<file path="config.mk">
export PLATFORM = sky130hd
export DESIGN_NAME = icache_ctrl
export DESIGN_NICKNAME = d
export VERILOG_FILES = /design/src/common/icache_pkg.sv /design/src/icache/icache_ctrl.sv
export VERILOG_INCLUDE_DIRS = /design/src /design/src/common
export SDC_FILE = /design/constraint.sdc
export NUM_CORES = 1
export LEC_CHECK = 0
export ABC_AREA = 1
export BUFFER_PORTS_ARGS = -buffer_cell sky130_fd_sc_hd__buf_2
export CORE_AREA = 2 2 273 275
export DETAILED_ROUTE_END_ITERATION = 10
export DIE_AREA = 0 0 275 277
export SETUP_SLACK_MARGIN = 0.02
export SYNTH_ARGS = -nofsm -noshare
export SYNTH_HDL_FRONTEND = slang
export SYNTH_SLANG_ARGS = --single-unit
export TNS_END_PERCENT = 50
</file>
<file path="constraint.sdc">
create_clock -name clk -period 2 [get_ports clk]
set_input_delay 0.1 -clock clk [delete_from_list [all_inputs] [get_ports clk]]
set_output_delay 0.1 -clock clk [all_outputs]
set_load 0.01 [all_outputs]
</file>
<file path="src/common/icache_cfg.svh">
// instruction cache configuration
// geometry of the two-way cache and widths of the line-fill bus
`ifndef ICACHE_CFG_SVH
`define ICACHE_CFG_SVH

// address split, tag | index | byte offset
`define ICACHE_TAG_W       20
`define ICACHE_INDEX_W     8
`define ICACHE_OFFSET_W    4

// 256 sets, two ways each
`define ICACHE_SETS        256

// line of four instruction words
`define ICACHE_LINE_WORDS  4
`define ICACHE_WORD_W      32
`define ICACHE_LINE_W      128

`endif
</file>
<file path="src/common/icache_pkg.sv">
// instruction cache shared types
// address fields, fetch request, line and word, FSM states
`include "icache_cfg.svh"

package icache_pkg;

    // address fields
    typedef logic [`ICACHE_TAG_W-1:0]    cache_tag_t;
    typedef logic [`ICACHE_INDEX_W-1:0]  cache_index_t;
    typedef logic [`ICACHE_OFFSET_W-1:0] cache_offset_t;

    // one fetched instruction
    typedef logic [`ICACHE_WORD_W-1:0] word_t;

    // full cache line, word 0 sits in the low bits
    typedef logic [`ICACHE_LINE_W-1:0] line_t;

    // way select, 0 or 1
    typedef logic way_t;

    // fetch address as presented by the CPU
    // field order matches a plain 32-bit byte address
    typedef struct packed {
        cache_tag_t    tag;
        cache_index_t  index;
        cache_offset_t offset;
    } cache_req_t;

    // controller FSM
    // lookup checks tags, miss waits for the bus to take the read,
    // refill waits for the returning line
    typedef enum logic [1:0] {
        IDLE,
        LOOKUP,
        MISS,
        REFILL
    } icache_state_e;

endpackage

</file>
<file path="src/icache/icache_ctrl.sv">
// instruction cache controller
// request buffer, hit compare, word select, miss FSM and refill control
// hits answer in the LOOKUP cycle, misses fetch one line over the bus
`include "icache_cfg.svh"

module icache_ctrl
    import icache_pkg::*;
(
    input  logic         clk,
    input  logic         reset,
    // CPU side
    input  logic         valid,
    input  cache_req_t   req,
    output logic         addr_ok,
    output logic         data_ok,
    output word_t        rdata,
    // bus side
    output logic         rd_req,
    output logic [`ICACHE_WORD_W-1:0] rd_addr,
    input  logic         rd_rdy,
    input  logic         ret_valid,
    input  line_t        ret_data,
    // tag and data read
    output cache_index_t rd_index,
    input  cache_tag_t   way0_tag,
    input  cache_tag_t   way1_tag,
    input  logic         way0_valid,
    input  logic         way1_valid,
    input  line_t        way0_line,
    input  line_t        way1_line,
    // fill
    output logic         fill_en,
    output way_t         fill_way,
    output cache_index_t fill_index,
    output cache_tag_t   fill_tag,
    output line_t        fill_line,
    // replacement
    input  way_t         victim_way,
    output logic         touch_en,
    output way_t         touch_way
);

    icache_state_e state;
    icache_state_e state_next;

    // request under lookup or miss
    cache_req_t buf_req;

    logic       hit_way0;
    logic       hit_way1;
    logic       hit;
    logic       lookup_hit;
    logic       accept;
    logic [1:0] word_sel;
    line_t      hit_line;

    // pick word sel out of a line
    function automatic word_t select_word(input line_t line, input logic [1:0] sel);
        word_t w;
        w = line[sel*`ICACHE_WORD_W +: `ICACHE_WORD_W];
        return w;
    endfunction

    // tag compare against the buffered request
    assign hit_way0   = way0_valid && (way0_tag == buf_req.tag);
    assign hit_way1   = way1_valid && (way1_tag == buf_req.tag);
    assign hit        = hit_way0 || hit_way1;
    assign lookup_hit = (state == LOOKUP) && hit;

    // new request taken in IDLE or behind a hit
    assign addr_ok = (state == IDLE) || lookup_hit;
    assign accept  = valid && addr_ok;

    // tag and data RAMs see the new index on acceptance
    assign rd_index = accept ? req.index : buf_req.index;

    always_ff @(posedge clk) begin
        if (accept) begin
            buf_req <= req;
        end
    end

    // state register
    always_ff @(posedge clk) begin
        if (reset) begin
            state <= IDLE;
        end else begin
            state <= state_next;
        end
    end

    always_comb begin
        state_next = state;
        case (state)
            IDLE: begin
                if (valid) begin
                    state_next = LOOKUP;
                end
            end
            LOOKUP: begin
                if (!hit) begin
                    state_next = MISS;
                end else if (!valid) begin
                    state_next = IDLE;
                end
            end
            MISS: begin
                // read handed to the bus
                if (rd_req && rd_rdy) begin
                    state_next = REFILL;
                end
            end
            REFILL: begin
                if (ret_valid) begin
                    state_next = IDLE;
                end
            end
            default: begin
                state_next = IDLE;
            end
        endcase
    end

    // registered read request
    // rises entering MISS, held until rd_rdy takes it
    always_ff @(posedge clk) begin
        if (reset) begin
            rd_req <= 1'b0;
        end else if ((state == LOOKUP) && !hit) begin
            rd_req <= 1'b1;
        end else if (rd_req && rd_rdy) begin
            rd_req <= 1'b0;
        end
    end

    // line address, offset zeroed
    assign rd_addr = {buf_req.tag, buf_req.index, {`ICACHE_OFFSET_W{1'b0}}};

    // word select, offset bits 3 to 2
    assign word_sel = buf_req.offset[`ICACHE_OFFSET_W-1:2];
    assign hit_line = hit_way1 ? way1_line : way0_line;

    // refill returns the word straight from the bus line
    assign data_ok = lookup_hit || ((state == REFILL) && ret_valid);
    assign rdata   = (state == REFILL) ? select_word(ret_data, word_sel)
                                       : select_word(hit_line, word_sel);

    // fill into the victim way at the buffered index
    assign fill_en    = (state == REFILL) && ret_valid;
    assign fill_way   = victim_way;
    assign fill_index = buf_req.index;
    assign fill_tag   = buf_req.tag;
    assign fill_line  = ret_data;

    // LRU update on hits and fills
    assign touch_en  = lookup_hit || fill_en;
    assign touch_way = (state == REFILL) ? victim_way : way_t'(hit_way1);

endmodule

</file>
==> flow_summary.yaml <==
logic_synthesis:
  muxShareOfSynthArea_pct: 0
  synthAdderAreaFrac_pct: 0
  synth_top_family_by_area: "simple AND/OR/NAND/NOR gates"
  synth_warnings: 0
  avgSynthCellArea_sq_um: 4.914
  synth_top_area_cell: "nand2_1"
  synth-seq-cells: 33
  seq_area_frac_synth_pct: 10.71
  synth_top_area_share_pct: 31.08
  syn_area_sq_mm: 0.008972
  synth-xor-area-share_pct: 1.269
  synth_compound_area_share_pct: 1.325
  synth_area_leaders: "nand2_1 31%, buf_4 16%, inv_1 11%"
  syn_inst: 1826
  synthDistinctLibCells: 27
  synth-simple-area-share_pct: 54.40
clock_tree:
  clock_latency_ps: 290
  cts_made_buffers: 5
  tritoncts: "done"
  clk_pin_slew_ps: 60
  cts_root_buffer: "clkbuf_16"
  cts_num_sinks: 33
  cts_max_path_buffers: 2
  h-tree-depth: 2
critical_path:
  reg2reg_slack_ps: -390
  cpPeakStageDelay_ps: 470
  setup.worst_path.start_class: "flop"
  crit_buf_inv: 4
  crit_top_cell: "nand2_1"
  crit_chain: "xnor2_2 -> nand3_2 -> nor2_4 -> buf_12 -> bufbuf_16 -> buf_4 -> nand4_1 -> nand2_1 -> nand2_1 -> nand2_1 -> nand2_1 -> nand2_1 -> nand2_1 -> buf_2"
  cp.arrival_ps: 2550
  crit_slowest_cell: "edfxtp_1"
  worstSetupPathType: "reg2out"
  cp_top_family: "simple AND/OR/NAND/NOR gates"
  worstPathRequired_ps: 1900
  critPathCaptureType: "output pin"
  critPathMaxFanout: 19
detailed_routing:
  ant_nets: 0
  vias: 13630
  via_per_inst: 3.956
  dr.pass1.iters: 5
  drt_iter0_drc: 842
  drc: 0
  routed_wl_mm: 68.11
  routedWlPerCell_um: 19.77
sta:
  fmaxAchievable_mhz: 377.1
  finalCritPeriodShare_pct: 132.6
  final-max-slew-violation-count: 0
  min_period_ps: 2652
  setup_slack_ps: -651.8
  setup_viol: 74
  hold_viol: 0
  rsz0062_at_grt: "yes"
  skew_ps: 11.70
  fin_setup_tns_ps: -32390
global_routing:
  met3_usage_pct: 2.436
  track_usage_pct: 16.48
  grt_overflow: 0
  first_global_vias: 12410
  grt_max_degree: 58
  met1_usage_pct: 21.11
  grt_antenna_before_repair: 30
  use_met2_pct: 27.99
  grt_first_pass_wirelength_mm: 88.95
  busiest_layer: "met2"
floorplanning:
  die_area_sq_mm: 0.07618
  row_count: 100
  start_util_pct: 12.20
  die_y_um: 277
  pin_count: 699
  die_x_um: 275
  core-area_sq_mm: 0.07357
power:
  p_leak_nw: 9.337
  ir_drop_mv: 0.3256
  power_density_mw_per_mm2: 392.0
cells_and_area:
  mostFrequentLayoutCell: "buf_2"
  layout_common_cells: "684 x buf_2, 663 x nand2_1, 267 x inv_1"
  nFillCells: 8573
  stdcell_area_sq_mm: 0.01507
  drive_gt1_share_pct: 42.05
  syn2layout_area_growth_pct: 67.95
  final_nets: 2922
  stdcell_count: 3445
placement:
  portBuffers: 692
  place_inst: 3349
  dp_hpwl_mm: 54.21
  gp_congestion: 1.022
  post_dp_cell_area_sq_mm: 0.01332
run:
  max_cap_viol_count: 0
outcome:
  status: "complete, but fails checks"
  violations: "setup timing"
worst_hold_path:
  hold_class: "in2reg"
==> through the flow <==
stage | hold slack [ps] | utilization, % | power (W) | worst slack, ps
6_report | 7.626 | 20.48 | 0.005908 | -651.8
5_1_grt | 4.275 | 20.47 | 0.006353 | -783.8
4_1_cts | 1.328 | 19.92 | 0.005861 | -640.5
3_5_place_dp | 279.2 | 18.11 | 0.004725 | -436.5
3_3_place_gp | 277.9 | 18.11 | 0.004735 | -439.4
2_1_floorplan | 169.1 | - | 0.002877 | 22.98
==> report_power, final <==
part / leakage (nW) / switching (W) / internal, W / total (W)
Sequential: 0.309 / 0.0000842 / 0.000863 / 0.000947
Clock: 0.0657 / 0.000313 / 0.000459 / 0.000773
Combinational: 8.96 / 0.00244 / 0.00175 / 0.00419
Total: 9.34 / 0.00283 / 0.00307 / 0.00591
==> layer usage <==
| metal | vias up | wire (um) |
|---|---|---|
| li1 | 6582 | - |
| met1 | 6159 | 28900 |
| met2 | 769 | 31470 |
| met3 | 112 | 5030 |
| met4 | 8 | 2660 |
| met5 | - | 51 |
==> sequential cells by signal, indices dropped and copies added, names as in the netlist, named ones only <==
register	cells
state	1
buf_req	2
fill_tag	20
fill_index	8
rd_req	1
==> final cells by class <==
class                           instances  area (sq um)  area share, %
Tap cell                              969          1212          8.045
Inverter                              280          1066          7.074
Timing Repair Buffer                  910          6091          40.42
Timing Repair inverter                  1         11.26        0.07473
Clock inverter                          1         3.754        0.02491
Antenna cell                           17         42.54         0.2823
Clock buffer                            7         132.6         0.8801
Multi-Input combinational cell       1227          5549          36.82
Sequential cell                        33         960.9          6.377
==> path summary, 6_finish.rpt <==
path | depth (start not counted) | end | startpoint
max | 14 | rdata[21] | fill_tag[2]$_DFFE_PP_
min | 1 | buf_req[3]$_DFFE_PP_ | req[3]
max reg2reg | 15 | fill_index[0]$_DFFE_PP_ | fill_tag[2]$_DFFE_PP_
min reg2reg | 2 | rd_req$_SDFFE_PP0P_ | rd_req$_SDFFE_PP0P_
==> cells in the mapped netlist <==
| master | n |
|---|---|
| inv_1 | 270 |
| buf_6 | 2 |
| nand2_1 | 743 |
| xor2_1 | 6 |
| nand3_4 | 1 |
| o21ai_0 | 1 |
| xnor2_1 | 7 |
| inv_2 | 8 |
| conb_1 | 1 |
| nand3_1 | 67 |
| edfxtp_1 | 30 |
| and2_1 | 1 |
| dfxtp_1 | 3 |
| buf_1 | 8 |
| nor2_4 | 4 |
| a21oi_1 | 20 |
| clkinv_1 | 2 |
| clkbuf_1 | 73 |
| nand4_1 | 112 |
| a31oi_1 | 1 |
| buf_4 | 194 |
| nand2_2 | 1 |
| o21a_1 | 1 |
| nor2_2 | 2 |
| nor2_1 | 253 |
| or2_2 | 3 |
| buf_2 | 12 |
==> logic make-up (layout without fill, tap and decap cells) <==
kind of cell | count (synthesis) | count (layout)
compound gates | 23 | 23
xor+xnor | 13 | 13
buf+inv | 569 | 1199
flops | 33 | 33
other cells | 1 | 21
simple gates | 1187 | 1187
==> timing repair <==
| item | 4_1_cts | 5_1_grt |
|---|---|---|
| resized for setup | 125 | 55 |
| gates cloned | 12 | 4 |
| hold buffers | 17 | 1 |
| buffers inserted | 26 | 12 |
| hold endpoints to repair | 17 | 1 |
| pin swaps | 30 | 31 |
| endpoints found under the setup margin | 74 | 75 |
No activity file was read; power rests on OpenSTA's default activity.
