$ cat src/common/icache_cfg.svh
// instruction cache configuration
// geometry of the two-way cache and widths of the line-fill bus
`ifndef ICACHE_CFG_SVH
`define ICACHE_CFG_SVH

// address split, tag | index | byte offset
`define ICACHE_TAG_W       20
`define ICACHE_INDEX_W     8
`define ICACHE_OFFSET_W    4

// 256 sets, two ways each
`define ICACHE_SETS        256

// line of four instruction words
`define ICACHE_LINE_WORDS  4
`define ICACHE_WORD_W      32
`define ICACHE_LINE_W      128

`endif
$ cat src/common/icache_pkg.sv
// instruction cache shared types
// address fields, fetch request, line and word, FSM states
`include "icache_cfg.svh"

package icache_pkg;

    // address fields
    typedef logic [`ICACHE_TAG_W-1:0]    cache_tag_t;
    typedef logic [`ICACHE_INDEX_W-1:0]  cache_index_t;
    typedef logic [`ICACHE_OFFSET_W-1:0] cache_offset_t;

    // one fetched instruction
    typedef logic [`ICACHE_WORD_W-1:0] word_t;

    // full cache line, word 0 sits in the low bits
    typedef logic [`ICACHE_LINE_W-1:0] line_t;

    // way select, 0 or 1
    typedef logic way_t;

    // fetch address as presented by the CPU
    // field order matches a plain 32-bit byte address
    typedef struct packed {
        cache_tag_t    tag;
        cache_index_t  index;
        cache_offset_t offset;
    } cache_req_t;

    // controller FSM
    // lookup checks tags, miss waits for the bus to take the read,
    // refill waits for the returning line
    typedef enum logic [1:0] {
        IDLE,
        LOOKUP,
        MISS,
        REFILL
    } icache_state_e;

endpackage

$ cat src/icache/icache_lru.sv
// replacement state
// one bit per set naming the least recently used way
`include "icache_cfg.svh"

module icache_lru
    import icache_pkg::*;
(
    input  logic         clk,
    input  logic         reset,
    input  cache_index_t index,
    output way_t         victim_way,
    input  logic         touch_en,
    input  cache_index_t touch_index,
    input  way_t         touch_way
);

    // bit set means way 1 is the victim
    logic [`ICACHE_SETS-1:0] lru_bits;

    // combinational lookup, flops only
    assign victim_way = lru_bits[index];

    always_ff @(posedge clk) begin
        if (reset) begin
            // way 0 goes first in every set
            lru_bits <= '0;
        end else if (touch_en) begin
            // way just used becomes most recent, so the other one is next
            lru_bits[touch_index] <= ~touch_way;
        end
    end

endmodule

$ cat config.mk
export PLATFORM = sky130hd
export DESIGN_NAME = icache_lru
export DESIGN_NICKNAME = d
export VERILOG_FILES = /design/src/common/icache_pkg.sv /design/src/icache/icache_lru.sv
export VERILOG_INCLUDE_DIRS = /design/src /design/src/common
export SDC_FILE = /design/constraint.sdc
export NUM_CORES = 1
export LEC_CHECK = 0
export ABC_AREA = 1
export BUFFER_PORTS_ARGS = -buffer_cell sky130_fd_sc_hd__buf_2
export CORE_MARGIN = 3
export CORE_UTILIZATION = 51
export CTS_BUF_LIST = sky130_fd_sc_hd__clkbuf_8
export DETAILED_ROUTE_END_ITERATION = 6
export GPL_TIMING_DRIVEN = 1
export PLACE_DENSITY = 0.72
export REMOVE_ABC_BUFFERS = 1
export SYNTH_ARGS = -nofsm -noshare
export SYNTH_HDL_FRONTEND = slang
export SYNTH_SLANG_ARGS = --single-unit
export TNS_END_PERCENT = 30
$ cat constraint.sdc
create_clock -name clk -period 2.3 [get_ports clk]
set_clock_uncertainty 0.2 [all_clocks]
set_input_delay 0.345 -clock clk [delete_from_list [all_inputs] [get_ports clk]]
set_output_delay 0.345 -clock clk [all_outputs]
set_load 0.005 [all_outputs]
==> summary.txt, run 1 <==
status = finished, violations left
violated checks = negative setup slack
GRT Total Usage = 30.3%
FP Rows = 56
initial antenna violation count = 0
dpl ws = -0.173 ns
Hold Path Class = in -> reg
CP Capture Type = output pin
max reg flops = 256
die area = 26500 um2
Largest Register = lru_bits
first-pass GRT wire length = 64400 um
max-cap viol count = 0
FFs w/ async S/R, synth = 0%
Worst VDD drop = 0.566 mV
WL final = 41500 um
Avg Cell Area, Syn = 7.48 um2
Leak = 0.00495 uW
antenna viol nets, final = 0
share of cells above drive strength 1 = 17.4%
worst path required time = 1.75 ns
worst hold slack = 0.102 ns
io pins = 21
Largest regs = lru_bits (256)
CTS root buf = clkbuf_8
Vias = 12600
Yosys top cell area share = 40.9%
largest net degree at the start of global routing = 79
area occupied by registers = 5150 um2
CORE AREA = 23800 um2
Die Wd = 163 um
Initial Utilization = 52.5%
total gr overflow = 0
setup ws final = -0.0822 ns
DP Wirelength = 25600 um
Seq/Total Area, Yosys = 40.9%
clock sinks = 256
CP Max Fanout = 2
placed instance count = 1950
PwrDens = 669 nW/um2
R2R cell count = 2
Syn Inst Count = 1674
RSZ-0062 raised after global routing = yes
input/output buffers = 20
Layout Nets = 1703
TritonCTS clock tree = done
Synth Flop Type = dfxtp_1
reg-to-reg endpoint = lru_bits[62]$_SDFFE_PP0P_
CTS Buf Count = 45
fin cells = 2030
Die H = 163 um
Via density = 6.21
Crit Path Class = reg -> out
Critical Path Start = lru_bits[108]$_SDFFE_PP0P_
Hold Path End = lru_bits[237]$_SDFFE_PP0P_
htree depth = 2
area delta synth->final = 16.0%
post-place instance area = 13400 um2
Yosys warning count = 0
Worst Tran Pin Value = 0.660 ns
Hold Crit Start = touch_index[3]
synth top area cells = dfxtp_1, a311oi_1, nand3_1
DRT Pass-1 Iters = 6
Yosys reg bits = 256
R2R setup slack = 1.35 ns
Worst-Skew Late Latency = 0.54 ns
max_slew headroom = 55.9%
Max Buffers Root-to-Sink = 3
drt initial violations = 1638
final hold vios = 0
clk slew on worst S/H paths = 0.05 ns
Worst EP arrival = 1.84 ns
post-synth cell types = 21
Min-Delay Path Depth = 4
fill cell count = 2166
Post-synth EDFFs = 0
Tmin final = 2.38 ns
Commonest cells post-synth = nand2_1, dfxtp_1, nand3_1
vias in the first global route = 11600
DRC viols = 0
Mapped Area = 12500 um2
CP Launch Type = flip-flop
fmax = 420 MHz
most common cell in the netlist = nand2_1
cell taking the most area after synthesis = dfxtp_1
setup violators final = 1
footprint of the multi-input gates = 6450 um2
WL per Instance = 20.4 um
GPL Wtd Cong = 0.911
final instance area = 14500 um2
fin crit share = 104%
final slew viol count = 0
diodes inserted = 0
worst r2r src = lru_bits[62]$_SDFFE_PP0P_
## metrics by stage
| step | total power, uW | util, % | TNS [ns] |
|---|---|---|---|
| finish | 9710 | 60.9 | -0.0822 |
| CTS | 9690 | 60.4 | -0.0914 |
| floorplan | 4870 | - | -1.09 |
| global placement | 5440 | 56.0 | -0.175 |
| global route | 10000 | 60.9 | -0.214 |
| detailed placement | 5440 | 56.0 | -0.173 |
## report_power, final
group / internal, uW / switching [uW] / total, uW
clock network: 2410 / 1880 / 4290
logic: 297 / 672 / 969
registers: 4450 / 5.44 / 4450
total: 7150 / 2550 / 9710
## critical path, stage by stage, from the launching register on
cell     delay [ns]
dfxtp_1        0.33
nand2_1        0.06
nand3_1        0.07
nand3_1        0.07
nand3_1        0.11
nand3_2        0.09
nand2_1        0.10
nand2_2        0.07
nand3_2        0.09
nand3_1        0.08
nand2_1        0.09
buf_2          0.12
## placed cells by master, fill, tap and decap left out
master,n
nand2_1,272
dfxtp_1,233
nand3_1,231
nor2_1,208
a21oi_1,162
a311oi_1,162
a211oi_1,94
buf_4,65
clkbuf_8,62
inv_1,51
inv_2,30
buf_12,29
dfxtp_2,23
buf_2,17
nor2_2,16
nor2_4,16
nand3_2,15
nand2_2,9
clkinv_2,3
clkbuf_16,3
nor2_8,2
inv_6,1
nor3_4,1
nor3_2,1
clkinvlp_4,1
bufinv_16,1
bufbuf_16,1
buf_6,1
buf_16,1
## cells by family (layout without fill, tap and decap cells)
family | count (synthesis) | count (layout) | synth area share [%]
simple gates | 771 | 771 | 27.4
compound gates | 418 | 418 | 23.5
buf+inv | 229 | 266 | 8.21
flops | 256 | 256 | 40.9
## layer usage
layer	vias up	track usage, %	part of all wire, %	wire length (um)
li1	5977	-	-	-
met1	5835	42.5	42	17400
met2	670	45.9	44	18100
met3	118	5.60	10	4150
met4	0	13.1	4.4	1810
met5	-	0	0	0
## cell type report
| type | count | share of cell area, % |
|---|---|---|
| clock buffer | 60 | 5.69 |
| clock inverter | 15 | 0.603 |
| inverter | 72 | 1.91 |
| multi-input combinational | 1189 | 44.4 |
| sequential | 256 | 35.5 |
| tap | 319 | 2.75 |
| timing repair buffer | 119 | 9.14 |
## worst max-delay path by stage
stage	endpoint	slack, ns	cells past startpoint
floorplan	victim_way	-1.09	11
global placement	victim_way	-0.17	14
detailed placement	victim_way	-0.17	14
CTS	victim_way	-0.09	11
global route	victim_way	-0.21	11
finish	victim_way	-0.08	11
## repair_timing
item | 4_1_cts | 5_1_grt
endpoints found under the setup margin | 1 | 1
gates cloned | 1 | 3
hold endpoints to repair | 0 | 0
hold buffers | 0 | 0
setup buffers | 1 | 0
pin swaps | 5 | 7
resized for setup | 28 | 19
Note: power is estimated with default switching activity, not from simulation.
==> run 2, diff against run 1 <==
--- a/config.mk
+++ b/config.mk
@@ -12,9 +12,11 @@
 export CORE_UTILIZATION = 51
 export CTS_BUF_LIST = sky130_fd_sc_hd__clkbuf_8
 export DETAILED_ROUTE_END_ITERATION = 6
+export GPL_ROUTABILITY_DRIVEN = 0
 export GPL_TIMING_DRIVEN = 1
 export PLACE_DENSITY = 0.72
 export REMOVE_ABC_BUFFERS = 1
+export SETUP_SLACK_MARGIN = 0.4
 export SYNTH_ARGS = -nofsm -noshare
 export SYNTH_HDL_FRONTEND = slang
 export SYNTH_SLANG_ARGS = --single-unit
==> summary.txt, run 2 (synthesized netlist as in run 1, its figures left out) <==
clock power share = 41.7%
commonest non-fill, non-tap cell in the layout = nand2_1
FP Rows = 56
Layout Nets = 1707
htree depth = 2
worst r2r src = lru_bits[228]$_SDFFE_PP0P_
max-cap viol count = 0
setup ws final = -0.0745 ns
io pins = 21
fin crit share = 103%
violated checks = negative setup slack
vias in the first global route = 11800
worst hold slack = 0.0879 ns
Leak = 0.00510 uW
Hold Path Class = in -> reg
area delta synth->final = 18.1%
clk slew on worst S/H paths = 0.06 ns
fill cell count = 2148
final slew viol count = 0
Reg power frac = 47.7%
worst-path cell chain = nand2_1, nand3_1, nand3_1, nand3_1, nand3_2, nand2_2, nand2_1, nand3_1, nand3_1, nand2_2, buf_6
WL final = 42200 um
dpl ws = -0.246 ns
WL per Instance = 20.8 um
Largest Register = lru_bits
share of cells above drive strength 1 = 26.0%
Vias = 12800
Worst EP arrival = 1.83 ns
Via density = 6.28
input/output buffers = 20
Max Buffers Root-to-Sink = 3
clock sinks = 256
post-place instance area = 13300 um2
CORE AREA = 23800 um2
Die Wd = 163 um
DRC viols = 0
Gate power share = 10.6%
CP dominant cell by count = nand3_1
CP Launch Type = flip-flop
sw power = 2530 uW
Crit Path Class = reg -> out
Critical Path Start = lru_bits[229]$_SDFFE_PP0P_
Largest regs = lru_bits (256)
Max stage delay on crit path = 0.33 ns
initial antenna violation count = 0
final hold vios = 0
TritonCTS clock tree = done
status = finished, violations left
Final TNS setup = -0.0745 ns
RSZ-0062 raised after global routing = yes
Die H = 163 um
Critical-path top delay cell = dfxtp_1
Worst VDD drop = 0.419 mV
Tmin final = 2.37 ns
GRT Total Usage = 30.5%
CP Capture Type = output pin
diodes inserted = 0
setup violators final = 1
total gr overflow = 0
Hold Crit Start = touch_index[3]
Worst Tran Pin Value = 0.599 ns
DRT Pass-1 Iters = 7
antenna viol nets, final = 0
Final Util = 62.0%
final instance area = 14800 um2
Worst-Skew Late Latency = 0.55 ns
Hold Buf Count CTS = 0
first-pass GRT wire length = 64600 um
CP Max Fanout = 2
switching share of power = 27.1%
DP Wirelength = 25900 um
CTS root buf = clkbuf_8
worst path required time = 1.75 ns
die area = 26500 um2
CTS Buf Count = 44
most frequent cells in the layout = nand2_1, nor2_1, nand3_1, a21oi_1, a311oi_1
largest net degree at the start of global routing = 73
max_slew headroom = 60.1%
internal cell power = 6800 uW
PwrDens = 631 nW/um2
drt initial violations = 1442
max reg flops = 256
Initial Utilization = 52.5%
fmax = 421 MHz
==> run 2: changes by cell type in the layout (fill, tap and decap cells not counted), sizes merged <==
cell      change
clkbuf        -7
buf           +6
inv           +4
bufbuf        -1
bufinv        -1
clkinvlp      +1
==> run 2: final timing paths <==
check | cells past startpoint | slack [ns] | to
worst max-delay path | 11 | -0.07 | victim_way
worst min-delay path | 4 | 0.09 | lru_bits[254]$_SDFFE_PP0P_
worst max register to register | 3 | 1.32 | lru_bits[228]$_SDFFE_PP0P_
worst min register to register | 2 | 0.29 | lru_bits[103]$_SDFFE_PP0P_
==> run 2: metrics by stage <==
| stage | instances | total power, uW |
|---|---|---|
| after CTS | 2023 | 9260 |
| final | 2032 | 9330 |
| after global placement | 1951 | 5430 |
| after floorplan | 1517 | 4870 |
| after global routing | 2032 | 9600 |
| after detailed placement | 1951 | 5430 |
==> run 2: repair_timing <==
item / 4_1_cts / 5_1_grt
cloned: 0 / 3
setup buffers: 0 / 6
pin swaps: 4 / 45
resized for setup: 23 / 176
endpoints found under the setup margin: 1 / 1
==> run 2: power groups by stage <==
| stage | registers (uW) | clock network [uW] | logic (uW) |
|---|---|---|---|
| floorplan | 4550 | 0 | 324 |
| global placement | 4550 | 0 | 881 |
| detailed placement | 4550 | 0 | 882 |
| CTS | 4450 | 3910 | 897 |
| global route | 4450 | 4100 | 1040 |
| finish | 4450 | 3890 | 992 |
==> run 2: final cells by class <==
cell class	instances	area [um2]	area share, %
clock inverters	19	80.1	0.542
multi-input cells	1189	6710	45.4
clock buffers	53	729	4.94
repair buffers	124	1310	8.83
flip-flops and latches	256	5280	35.7
inverters	72	278	1.88
well taps	319	399	2.70
==> run 2: worst max-delay path, delay by kind of cell, from the launching register on <==
family        cells  cell delay [ns]
buf+inv           1             0.10
flops             1             0.33
simple gates     10             0.83
==> run 2: metal layers <==
metal | GRT usage, % | part of all wire [%] | vias up
met2 | 45.8 | 43 | 686
met4 | 15.7 | 5.6 | 0
li1 | - | - | 6001
met1 | 41.9 | 41 | 5926
met5 | 0 | 0 | -
met3 | 6.05 | 10 | 158
